[src/hw/vit_pkg.sv]
package vit_pkg;

    // trellis size for constraint length 3
    localparam int NUM_STATES = 4;

    // 16 data bits plus 2 zero tail bits per frame
    localparam int FRAME_LEN = 18;
    localparam int DATA_BITS = 16;

    // index into the survivor memory, wide enough for FRAME_LEN entries
    localparam int PTR_W = 5;

    // generator taps over {u, a, b}, octal 7 and 5
    localparam logic [2:0] G0 = 3'b111;
    localparam logic [2:0] G1 = 3'b101;

    // hamming distance of one code pair, 0 to 2
    localparam int BM_W = 2;

    // 16 + 18 * 2 stays well below 64, so no normalization is needed
    localparam int PM_W = 6;

    // starting metric for the states other than 0
    localparam logic [PM_W-1:0] PM_INIT_HIGH = 6'd16;

    typedef logic [BM_W-1:0] bm_t;

    typedef logic [PM_W-1:0] pm_t;

    // one survivor bit per state, set when predecessor LSB 1 wins
    typedef logic [NUM_STATES-1:0] dec_t;

endpackage

[src/hw/vit_control.sv]
module vit_control (
    input  logic clk,
    input  logic rst,
    input  logic i_en,
    input  logic i_sync,
    input  logic i_trace_last,
    output logic o_ready,
    output logic o_load,
    output logic o_init,
    output logic o_step,
    output logic o_trace,
    output logic o_frame_done
);

    typedef enum logic [1:0] {
        st_idle,
        st_run,
        st_flush,
        st_trace
    } state_t;

    state_t state;
    state_t nxt_state;
    logic   accept;
    logic   done_set;

    // symbols only enter while idle or running
    assign o_ready = (state == st_idle) || (state == st_run);
    assign accept  = i_en && o_ready;

    always_ff @(posedge clk)
    begin
        if (!rst)
        begin
            state        <= st_idle;
            o_frame_done <= 1'b0;
        end
        else if (i_en)
        begin
            state        <= nxt_state;
            o_frame_done <= done_set;
        end
    end

    // stage ramp: load, then load and step, then step alone, then trace
    always_comb
    begin
        nxt_state = state;
        o_load    = 1'b0;
        o_init    = 1'b0;
        o_step    = 1'b0;
        o_trace   = 1'b0;
        done_set  = 1'b0;
        case (state)
            st_idle:
            begin
                // first symbol of a frame also restarts metrics and pointer
                o_load = accept;
                o_init = accept;
                if (accept)
                    nxt_state = st_run;
            end
            st_run:
            begin
                o_load = i_en;
                o_step = i_en;
                if (accept && i_sync)
                    nxt_state = st_flush;
            end
            st_flush:
            begin
                // last symbol is still in the branch metric register
                o_step    = i_en;
                nxt_state = st_trace;
            end
            st_trace:
            begin
                o_trace = i_en;
                if (i_trace_last)
                begin
                    done_set  = 1'b1;
                    nxt_state = st_idle;
                end
            end
            default:
            begin
                nxt_state = st_idle;
            end
        endcase
    end

endmodule

[src/hw/vit_branch_metric.sv]
module vit_branch_metric (
    input  logic          clk,
    input  logic          rst,
    input  logic          i_load,
    input  logic [1:0]    i_sym,
    output vit_pkg::bm_t  o_bm_00,
    output vit_pkg::bm_t  o_bm_01,
    output vit_pkg::bm_t  o_bm_10,
    output vit_pkg::bm_t  o_bm_11
);

    logic [1:0] sym_q;
    logic [1:0] diff_00;
    logic [1:0] diff_01;
    logic [1:0] diff_10;
    logic [1:0] diff_11;

    always_ff @(posedge clk)
    begin
        if (!rst)
            sym_q <= 2'b00;
        else if (i_load)
            sym_q <= i_sym;
    end

    // bit positions where the received pair differs from each code pair
    assign diff_00 = sym_q ^ 2'b00;
    assign diff_01 = sym_q ^ 2'b01;
    assign diff_10 = sym_q ^ 2'b10;
    assign diff_11 = sym_q ^ 2'b11;

    // popcount of a two-bit difference
    assign o_bm_00 = vit_pkg::BM_W'(diff_00[1]) + vit_pkg::BM_W'(diff_00[0]);
    assign o_bm_01 = vit_pkg::BM_W'(diff_01[1]) + vit_pkg::BM_W'(diff_01[0]);
    assign o_bm_10 = vit_pkg::BM_W'(diff_10[1]) + vit_pkg::BM_W'(diff_10[0]);
    assign o_bm_11 = vit_pkg::BM_W'(diff_11[1]) + vit_pkg::BM_W'(diff_11[0]);

endmodule

[src/hw/vit_acs.sv]
module vit_acs (
    input  logic          clk,
    input  logic          rst,
    input  logic          i_init,
    input  logic          i_step,
    input  vit_pkg::bm_t  i_bm_00,
    input  vit_pkg::bm_t  i_bm_01,
    input  vit_pkg::bm_t  i_bm_10,
    input  vit_pkg::bm_t  i_bm_11,
    output vit_pkg::dec_t o_dec
);

    vit_pkg::bm_t  bm   [4];
    vit_pkg::pm_t  pm_q [vit_pkg::NUM_STATES];
    vit_pkg::pm_t  pm_d [vit_pkg::NUM_STATES];
    vit_pkg::dec_t dec;

    // branch metrics indexed by the code pair {c0, c1}
    assign bm[0] = i_bm_00;
    assign bm[1] = i_bm_01;
    assign bm[2] = i_bm_10;
    assign bm[3] = i_bm_11;

    for (genvar s = 0; s < vit_pkg::NUM_STATES; s++)
    begin : g_acs
        // encoder register {u, a, b}; state s is {u, a}, predecessor is {a, b}
        logic [2:0]   path0;
        logic [2:0]   path1;
        logic [1:0]   code0;
        logic [1:0]   code1;
        vit_pkg::pm_t sum0;
        vit_pkg::pm_t sum1;

        assign path0 = {2'(s), 1'b0};
        assign path1 = {2'(s), 1'b1};

        assign code0 = {^(path0 & vit_pkg::G0), ^(path0 & vit_pkg::G1)};
        assign code1 = {^(path1 & vit_pkg::G0), ^(path1 & vit_pkg::G1)};

        assign sum0 = pm_q[path0[1:0]] + vit_pkg::pm_t'(bm[code0]);
        assign sum1 = pm_q[path1[1:0]] + vit_pkg::pm_t'(bm[code1]);

        // strict compare so a tie keeps predecessor LSB 0
        assign dec[s]  = (sum1 < sum0);
        assign pm_d[s] = dec[s] ? sum1 : sum0;
    end

    always_ff @(posedge clk)
    begin
        if (!rst || i_init)
        begin
            // encoder starts in state 0
            for (int k = 0; k < vit_pkg::NUM_STATES; k++)
                pm_q[k] <= (k == 0) ? '0 : vit_pkg::PM_INIT_HIGH;
        end
        else if (i_step)
        begin
            pm_q <= pm_d;
        end
    end

    // written to the survivor memory at the same edge as the metric update
    assign o_dec = dec;

endmodule

[src/hw/vit_survivor_mem.sv]
module vit_survivor_mem (
    input  logic                      clk,
    input  logic                      rst,
    input  logic                      i_init,
    input  logic                      i_step,
    input  vit_pkg::dec_t             i_dec,
    input  logic [vit_pkg::PTR_W-1:0] i_rd_idx,
    output vit_pkg::dec_t             o_rd_dec
);

    vit_pkg::dec_t             mem [vit_pkg::FRAME_LEN];
    logic [vit_pkg::PTR_W-1:0] wr_ptr;

    // one entry per trellis step of the frame
    always_ff @(posedge clk)
    begin
        if (!rst)
            wr_ptr <= '0;
        else if (i_init)
            wr_ptr <= '0;
        else if (i_step)
            wr_ptr <= wr_ptr + 1'b1;
    end

    always_ff @(posedge clk)
    begin
        if (i_step)
            mem[wr_ptr] <= i_dec;
    end

    // traceback needs the decision in the same cycle it picks the index
    assign o_rd_dec = mem[i_rd_idx];

endmodule

[src/hw/vit_traceback.sv]
module vit_traceback (
    input  logic                      clk,
    input  logic                      rst,
    input  logic                      i_trace,
    input  vit_pkg::dec_t             i_rd_dec,
    output logic [vit_pkg::PTR_W-1:0] o_rd_idx,
    output logic                      o_bit,
    output logic                      o_bit_valid,
    output logic                      o_trace_last
);

    logic [$clog2(vit_pkg::NUM_STATES)-1:0] state_q;
    logic [vit_pkg::PTR_W-1:0]              idx_q;
    logic                                   at_last;

    assign at_last = (idx_q == '0);

    always_ff @(posedge clk)
    begin
        if (!rst)
        begin
            state_q <= '0;
            idx_q   <= vit_pkg::PTR_W'(vit_pkg::FRAME_LEN - 1);
        end
        else if (i_trace)
        begin
            if (at_last)
            begin
                // ready for the next frame, which ends in state 0 again
                state_q <= '0;
                idx_q   <= vit_pkg::PTR_W'(vit_pkg::FRAME_LEN - 1);
            end
            else
            begin
                // step back to predecessor {a, b}, b taken from the survivor bit
                state_q <= {state_q[0], i_rd_dec[state_q]};
                idx_q   <= idx_q - 1'b1;
            end
        end
    end

    assign o_rd_idx = idx_q;

    // MSB of state is the input bit that led into it
    assign o_bit = state_q[1];

    // upper two steps walk through the tail bits
    assign o_bit_valid = i_trace && (idx_q < vit_pkg::PTR_W'(vit_pkg::DATA_BITS));

    assign o_trace_last = i_trace && at_last;

endmodule

[src/hw/vit_top.sv]
module vit_top (
    input  logic       clk,
    input  logic       rst,
    input  logic       i_en,
    input  logic [1:0] i_sym,
    input  logic       i_sync,
    output logic       o_ready,
    output logic       o_bit,
    output logic       o_bit_valid,
    output logic       o_frame_done
);

    // stage strobes, already qualified by i_en
    logic load;
    logic init;
    logic step;
    logic trace;
    logic trace_last;

    vit_pkg::bm_t              bm_00;
    vit_pkg::bm_t              bm_01;
    vit_pkg::bm_t              bm_10;
    vit_pkg::bm_t              bm_11;
    vit_pkg::dec_t             dec;
    vit_pkg::dec_t             rd_dec;
    logic [vit_pkg::PTR_W-1:0] rd_idx;

    vit_control control_i (
        .clk          (clk),
        .rst          (rst),
        .i_en         (i_en),
        .i_sync       (i_sync),
        .i_trace_last (trace_last),
        .o_ready      (o_ready),
        .o_load       (load),
        .o_init       (init),
        .o_step       (step),
        .o_trace      (trace),
        .o_frame_done (o_frame_done)
    );

    vit_branch_metric branch_metric_i (
        .clk     (clk),
        .rst     (rst),
        .i_load  (load),
        .i_sym   (i_sym),
        .o_bm_00 (bm_00),
        .o_bm_01 (bm_01),
        .o_bm_10 (bm_10),
        .o_bm_11 (bm_11)
    );

    vit_acs acs_i (
        .clk     (clk),
        .rst     (rst),
        .i_init  (init),
        .i_step  (step),
        .i_bm_00 (bm_00),
        .i_bm_01 (bm_01),
        .i_bm_10 (bm_10),
        .i_bm_11 (bm_11),
        .o_dec   (dec)
    );

    vit_survivor_mem survivor_mem_i (
        .clk      (clk),
        .rst      (rst),
        .i_init   (init),
        .i_step   (step),
        .i_dec    (dec),
        .i_rd_idx (rd_idx),
        .o_rd_dec (rd_dec)
    );

    vit_traceback traceback_i (
        .clk          (clk),
        .rst          (rst),
        .i_trace      (trace),
        .i_rd_dec     (rd_dec),
        .o_rd_idx     (rd_idx),
        .o_bit        (o_bit),
        .o_bit_valid  (o_bit_valid),
        .o_trace_last (trace_last)
    );

endmodule

[config.mk]
export PLATFORM = sky130hd
export DESIGN_NAME = vit_top
export DESIGN_NICKNAME = d
export VERILOG_FILES = /design/src/hw/vit_pkg.sv /design/src/hw/vit_control.sv /design/src/hw/vit_branch_metric.sv /design/src/hw/vit_acs.sv /design/src/hw/vit_survivor_mem.sv /design/src/hw/vit_traceback.sv /design/src/hw/vit_top.sv
export SDC_FILE = /design/constraint.sdc
export NUM_CORES = 1
export LEC_CHECK = 0
export BUFFER_PORTS_ARGS = -buffer_cell sky130_fd_sc_hd__buf_2
export CORE_MARGIN = 2
export CORE_UTILIZATION = 55
export CTS_CLUSTER_SIZE = 24
export DETAILED_ROUTE_END_ITERATION = 10
export PLACE_DENSITY = 0.71
export SYNTH_ARGS = -nofsm -noshare
export SYNTH_HDL_FRONTEND = slang
export SYNTH_SLANG_ARGS = --single-unit
[constraint.sdc]
create_clock -name clk -period 4.4 [get_ports clk]
set_input_delay 0.44 -clock clk [delete_from_list [all_inputs] [get_ports clk]]
set_output_delay 0.44 -clock clk [all_outputs]
set_load 0.01 [all_outputs]
==> impl_metrics.env, run 1 <==
export IMPL_num_rows=39
export IMPL_antenna_found_initial=0
export IMPL_cts_sinks=118
export IMPL_maxCapViolCount=0
export IMPL_drt_iter0_markers=215
export IMPL_report_final_slew_viol_count=0
export IMPL_cpMaxStageDelayCell="a211oi_2"
export IMPL_drive_gt1_frac=0.104
export IMPL_clk_latency_ns=0.41
export IMPL_grt_pass1_vias=4197
export IMPL_period_share=0.891
export IMPL_wl_met3_um=527
export IMPL_totalWireLength_um=12800
export IMPL_synth_top_family_by_area="simple AND/OR/NAND/NOR gates"
export IMPL_topRoutingLayerUsed="met4"
export IMPL_synth_xor_area_frac=0.0591
export IMPL_ctsResizeCount=0
export IMPL_fin_cells=738
export IMPL_cts_root_buf="clkbuf_16"
export IMPL_hpwlAfterDp_um=9040
export IMPL_fmax_mhz=255
export IMPL_setup_ws_ns=0.481
export IMPL_syn_nets=628
export IMPL_dieWidth_um=112
export IMPL_layout_common_cells="72 x edfxtp_1, 49 x ha_1, 47 x a21oi_1, 46 x dfxtp_1, 44 x nand2_1"
export IMPL_setup_tns_ns=0
export IMPL_setup_viol=0
export IMPL_gp_congestion=0.833
export IMPL_grt_max_degree=35
export IMPL_synth_mux_area_frac=0.111
export IMPL_ys_async_sr_fraction=0
export IMPL_wl_met2_um=6080
export IMPL_hold_path_class="in2reg"
export IMPL_worstMarginPinSlew_ns=0.779
export IMPL_yosys_area_share_simple=0.119
export IMPL_clk_pin_slew_worst_paths_ns=0.05
export IMPL_cts_buffers=17
export IMPL_synth_cells=573
export IMPL_ios=10
export IMPL_required_ns=4.73
export IMPL_status="complete, no violations"
export IMPL_start_util=0.561
export IMPL_synthFlopType="edfxtp_1"
export IMPL_seq_area_frac_synth=0.483
export IMPL_wire_per_inst_um=17.3
export IMPL_grt_pass1_wl_um=21200
export IMPL_max_slew_margin=0.479
export IMPL_coreArea_um2=11400
export IMPL_routed_via_density=5.75
export IMPL_cts_hold_buf=0
export IMPL_area_delta_synth_final_pct=11.8
export IMPL_peakVddDrop_mv=0.487
export IMPL_clk_path_buf_depth=2
export IMPL_critical_path_class="reg2reg"
export IMPL_synthAdderAreaFrac=0.0961
export IMPL_port_buffers=9
export IMPL_endpoint_kind="register"
export IMPL_power_leakage_nw=2.66
export IMPL_netlist_area_um2=6380
export IMPL_grt_ovfl_total=0
export IMPL_dieArea_um2=12500
export IMPL_power_density_nw_per_um2=436
export IMPL_dp_cells=706
export IMPL_num_vias=4240
export IMPL_syn_avg_cell_area_um2=11.1
export IMPL_drc=0
export IMPL_drtAntennaViolNets=0
export IMPL_whs_ns=0.312
export IMPL_hold_viol_final=0
export IMPL_fin_crit_ns=3.92
export IMPL_synth_distinct_cells=45
export IMPL_m1WireLength_um=5690
export IMPL_yosysWarningCount=0
export IMPL_firstDrtPassIters=5
export IMPL_crit_top_cell="ha_1"
export IMPL_crit_arrival_ns=4.25
export IMPL_synth_compound_area_frac=0.0987
export IMPL_crit_fanout=19
export IMPL_crit_chain="inv_1 > ha_1 > inv_1 > ha_1 > ha_1 > a21oi_1 > nor2_1 > xor2_1 > ha_1 > and3_1 > a211oi_2 > buf_4 > nand2_1 > a31oi_1"
export IMPL_nets=637
export IMPL_synth_seq_cells=118
export IMPL_place_ws_ns=0.522
export IMPL_synth_edf_count=72
export IMPL_grt_total_usage=0.221
export IMPL_postCtsSetupBuffers=0
export IMPL_die_h_um=112
export IMPL_n_antenna_cell=0
export IMPL_fin_worst_skew_ns=0.00593
export IMPL_slowest_delay_ns=0.68
export IMPL_start_kind="register"
export IMPL_layout_commonest_cell="edfxtp_1"
export IMPL_rsz0062_at_grt="no"
export IMPL_cts_tree="yes"
export IMPL_htree_levels=4
## power by group
group	total [mW]	leakage [nW]	internal (mW)	switching, mW
logic	0.451	1.35	0.171	0.280
clock network	1.36	0.281	0.880	0.483
registers	1.29	1.03	1.27	0.0256
## worst max-delay path: cells and delay by family, from the launching register on
family / cells / cell delay (ns)
and+or+nand+nor: 3 / 0.36
buffers and inverters: 3 / 0.55
DFF: 1 / 0.44
adders and majority gates: 4 / 1.15
AOI/OAI and AO/OA: 3 / 1.16
xor gates and xnor gates: 1 / 0.17
## sequential cells by signal, summed over array words and instances (netlist names), named ones only
register                 count
survivor_mem_i.mem          72
acs_i.pm_q                  24
survivor_mem_i.wr_ptr        5
traceback_i.o_rd_idx         5
branch_metric_i.diff_00      2
control_i.state              2
traceback_i.state_q          2
control_i.o_frame_done       1
## logic make-up after synthesis
kind of cell / Yosys count
XOR/XNOR: 43
adder cells (fa/ha/maj): 49
AND/OR/NAND/NOR: 157
buffers and inverters: 50
flip-flops: 118
AO/OA/AOI/OAI: 109
multiplexers: 47
## per-layer routing
metal	track usage	vias to the layer above
li1	-	2107
met4	0.0955	0
met3	0.0577	33
met1	0.279	2003
met5	0	-
met2	0.360	97
## layout make-up
type,instances,area (um2)
fill,919,4240
multi-input combinational,405,3090
sequential,118,3080
clock buffer,17,425
tap,143,179
clock inverter,15,160
timing repair buffer,17,105
inverter,23,86.3
## worst paths after layout
path | startpoint | end | slack [ns] | cells after the start
max | branch_metric_i.diff_00[0] | acs_i.pm_q[2] | 0.48 | 14
min | i_sym[1] | branch_metric_i.diff_00[1] | 0.31 | 3
max reg2reg | branch_metric_i.diff_00[0] | acs_i.pm_q[2] | 0.48 | 14
min reg2reg | control_i.o_frame_done | control_i.o_frame_done | 0.48 | 2
## cell usage after synthesis (20+ instances only)
| cell | n | area share |
|---|---|---|
| edfxtp_1 | 72 | 0.34 |
| ha_1 | 49 | 0.096 |
| a21oi_1 | 47 | 0.037 |
| dfxtp_1 | 46 | 0.14 |
| nand2_1 | 44 | 0.026 |
| nor2_1 | 42 | 0.025 |
| o21ai_0 | 34 | 0.027 |
| xor2_1 | 32 | 0.044 |
| mux2i_1 | 27 | 0.042 |
| inv_1 | 23 | 0.014 |
| clkbuf_1 | 20 | 0.012 |
| nand3_1 | 20 | 0.016 |
## stage by stage
step,instance area [um2],power (mW),utilization
floorplan,6380,1.63,-
global route,7130,3.24,0.627
CTS,7130,3.12,0.627
global placement,6540,1.75,0.575
finish,7130,3.11,0.627
detailed placement,6540,1.76,0.575
No activity file was read; power rests on OpenSTA's default activity.
==> run 2, diff against run 1 <==
--- a/config.mk
+++ b/config.mk
@@ -5,12 +5,12 @@
 export SDC_FILE = /design/constraint.sdc
 export NUM_CORES = 1
 export LEC_CHECK = 0
-export BUFFER_PORTS_ARGS = -buffer_cell sky130_fd_sc_hd__buf_2
 export CORE_MARGIN = 2
-export CORE_UTILIZATION = 55
+export CORE_UTILIZATION = 50
 export CTS_CLUSTER_SIZE = 24
 export DETAILED_ROUTE_END_ITERATION = 10
-export PLACE_DENSITY = 0.71
+export DONT_BUFFER_PORTS = 1
 export SYNTH_ARGS = -nofsm -noshare
 export SYNTH_HDL_FRONTEND = slang
+export SYNTH_HIERARCHICAL = 1
 export SYNTH_SLANG_ARGS = --single-unit
==> run 2 against run 1 <==
Clock power shrank 8%; combinational power rose by 37%; non-clock buffer count decreased by 9; critical path depth is 2 lower; synthesized cell count decreased by 3.3%; core utilization shrank 6.6 points; cell count unchanged; design area is 1.1% lower; power is 1.9% higher; fmax grew 2.5%; critical path type unchanged; critical endpoint is now survivor_mem_i/mem[12][1].
==> impl_metrics.env, run 2 <==
export IMPL_status="complete, no violations"
export IMPL_cts_tree="yes"
export IMPL_ctsResizeCount=0
export IMPL_ys_top_cells_by_area="edfxtp_1 34%, dfxtp_1 13%, ha_1 9.8%"
export IMPL_maxCapViolCount=0
export IMPL_yosysWarningCount=6
export IMPL_crit_arrival_ns=3.85
export IMPL_syn_nets=618
export IMPL_largest_register_ff_count=72
export IMPL_port_buffers=0
export IMPL_num_vias=3964
export IMPL_cts_buffers=17
export IMPL_report_final_slew_viol_count=0
export IMPL_clk_pin_slew_worst_paths_ns=0.06
export IMPL_hold_path_class="in2reg"
export IMPL_setup_ws_ns=0.578
export IMPL_regMostFlops="survivor_mem_i/mem"
export IMPL_firstDrtPassIters=4
export IMPL_ys_async_sr_fraction=0
export IMPL_seq_area_frac_synth=0.465
export IMPL_fmax_mhz=262
export IMPL_layout_commonest_cell="edfxtp_1"
export IMPL_drive_gt1_frac=0.133
export IMPL_crit_fanout=18
export IMPL_fin_worst_skew_ns=0.00743
export IMPL_fin_crit_ns=3.82
export IMPL_layout_common_cells="72 x edfxtp_1, 50 x ha_1, 46 x nor2_1, 41 x dfxtp_1, 40 x nand2_1"
export IMPL_drc=0
export IMPL_period_share=0.869
export IMPL_critPathTopFamily="adder cells"
export IMPL_netlist_area_um2=6410
export IMPL_dieArea_um2=13700
export IMPL_rsz0062_at_grt="no"
export IMPL_synth_area_leader_cell="edfxtp_1"
export IMPL_drtAntennaViolNets=0
export IMPL_grt_pass1_vias=3927
export IMPL_drt_iter0_markers=276
export IMPL_gp_congestion=0.819
export IMPL_grt_max_degree=26
export IMPL_n_antenna_cell=0
export IMPL_critical_path_class="reg2reg"
export IMPL_hold_viol_final=0
export IMPL_endpoint_kind="register"
export IMPL_cpMaxStageDelayCell="o21ai_1"
export IMPL_power_leakage_nw=2.59
export IMPL_dieWidth_um=117
export IMPL_synth_seq_cells=113
export IMPL_die_h_um=117
export IMPL_path_buf_inv=4
export IMPL_postCtsSetupBuffers=0
export IMPL_synth_cells=554
export IMPL_ios=10
export IMPL_syn_avg_cell_area_um2=11.6
export IMPL_totalWireLength_um=12500
export IMPL_synth_edf_count=72
export IMPL_synthFlopType="edfxtp_1"
export IMPL_htree_levels=4
export IMPL_coreArea_um2=12600
export IMPL_cts_hold_buf=0
export IMPL_cts_sinks=113
export IMPL_power_density_nw_per_um2=449
export IMPL_synth_commonest_cells="72 x edfxtp_1, 50 x ha_1, 46 x nor2_1"
export IMPL_cts_root_buf="clkbuf_16"
export IMPL_max_slew_margin=0.358
export IMPL_yosysMostFrequentCell="edfxtp_1"
export IMPL_start_kind="register"
export IMPL_setup_viol=0
export IMPL_synth_distinct_cells=56
export IMPL_post_synth_top_area_fraction=0.337
export IMPL_largestRegisters="survivor_mem_i/mem: 72 flops, acs_i/pm_q: 24 flops"
export IMPL_area_delta_synth_final_pct=9.99
export IMPL_required_ns=4.43
export IMPL_nets=617
export IMPL_grt_total_usage=0.201
export IMPL_grt_ovfl_total=0
export IMPL_crit_chain="inv_1 > ha_1 > inv_1 > ha_1 > inv_1 > fa_1 > xnor2_1 > ha_1 > a21o_1 > a31oi_1 > o21ai_1 > inv_1"
export IMPL_antenna_found_initial=0
export IMPL_clk_latency_ns=0.42
export IMPL_whs_ns=0.109
export IMPL_wire_per_inst_um=16.9
export IMPL_start_util=0.510
export IMPL_hpwlAfterDp_um=8800
export IMPL_grt_pass1_wl_um=20400
export IMPL_setup_tns_ns=0
export IMPL_fillers=1079
export IMPL_worstMarginPinSlew_ns=0.963
export IMPL_clk_path_buf_depth=2
export IMPL_num_rows=41
export IMPL_place_ws_ns=0.637
export IMPL_slowest_delay_ns=0.63
export IMPL_crit_top_cell="inv_1"
export IMPL_routed_via_density=5.37
export IMPL_peakVddDrop_mv=0.305
## run 2: cell count changes after synthesis, moves of 9 or more
| cell | previous run | this run |
|---|---|---|
| a21oi_1 | 47 | 18 |
| o21ai_0 | 34 | 5 |
| xor2_1 | 32 | 17 |
| clkbuf_1 | 20 | 7 |
| a21o_1 | 0 | 12 |
| and2_1 | 4 | 16 |
| inv_1 | 23 | 34 |
| xnor2_1 | 11 | 22 |
| mux4_1 | 9 | 0 |
| nand2b_1 | 3 | 12 |
## run 2: area by class of cell
cell class                      count  area, um2  area share
Sequential cell                   113       2980       0.423
Clock buffer                       20        457      0.0648
Timing Repair Buffer                8       60.1     0.00852
Inverter                           35        131      0.0186
Multi-Input combinational cell    378       3120       0.442
Tap cell                          172        215      0.0305
Clock inverter                     12       85.1      0.0121
## run 2: worst paths after layout
path / end / cells past startpoint / slack, ns / from
max: survivor_mem_i/mem[12][1] / 12 / 0.58 / branch_metric_i/diff_00[0]
min: traceback_i/o_rd_idx[4] / 1 / 0.11 / rst
max reg2reg: survivor_mem_i/mem[12][1] / 12 / 0.58 / branch_metric_i/diff_00[0]
min reg2reg: traceback_i/state_q[1] / 2 / 0.48 / traceback_i/state_q[0]
## run 2: logic make-up (layout without fill, tap and decap cells)
logic type | count (synthesis) | count (layout) | share of synthesized area
simple gates | 160 | 160 | 0.126
buf+inv | 63 | 75 | 0.0480
flops | 113 | 113 | 0.465
compound gates | 77 | 77 | 0.0878
fa+ha+maj | 58 | 58 | 0.123
xor+xnor | 39 | 39 | 0.0533
mux | 44 | 44 | 0.0974
## run 2: metal layers
metal,global-route usage,vias up,wire (um)
li1,-,1985,-
met1,0.261,1911,5750
met3,0.0458,13,392
met4,0.0761,0,159
met2,0.328,55,6190
met5,0,-,0
## run 2: per-stage QoR
step | instances | area, um2 | power [mW] | util
5_1_grt | 738 | 7050 | 3.33 | 0.561
3_3_place_gp | 706 | 6510 | 1.92 | 0.518
3_5_place_dp | 706 | 6510 | 1.94 | 0.518
6_report | 738 | 7050 | 3.16 | 0.561
4_1_cts | 738 | 7050 | 3.19 | 0.561
2_1_floorplan | 554 | 6410 | 1.81 | -
## run 2: power by group
group | switching, mW | internal, mW | total [mW]
Clock | 0.501 | 0.748 | 1.25
Sequential | 0.0308 | 1.27 | 1.30
Combinational | 0.394 | 0.222 | 0.616
Total | 0.926 | 2.24 | 3.16
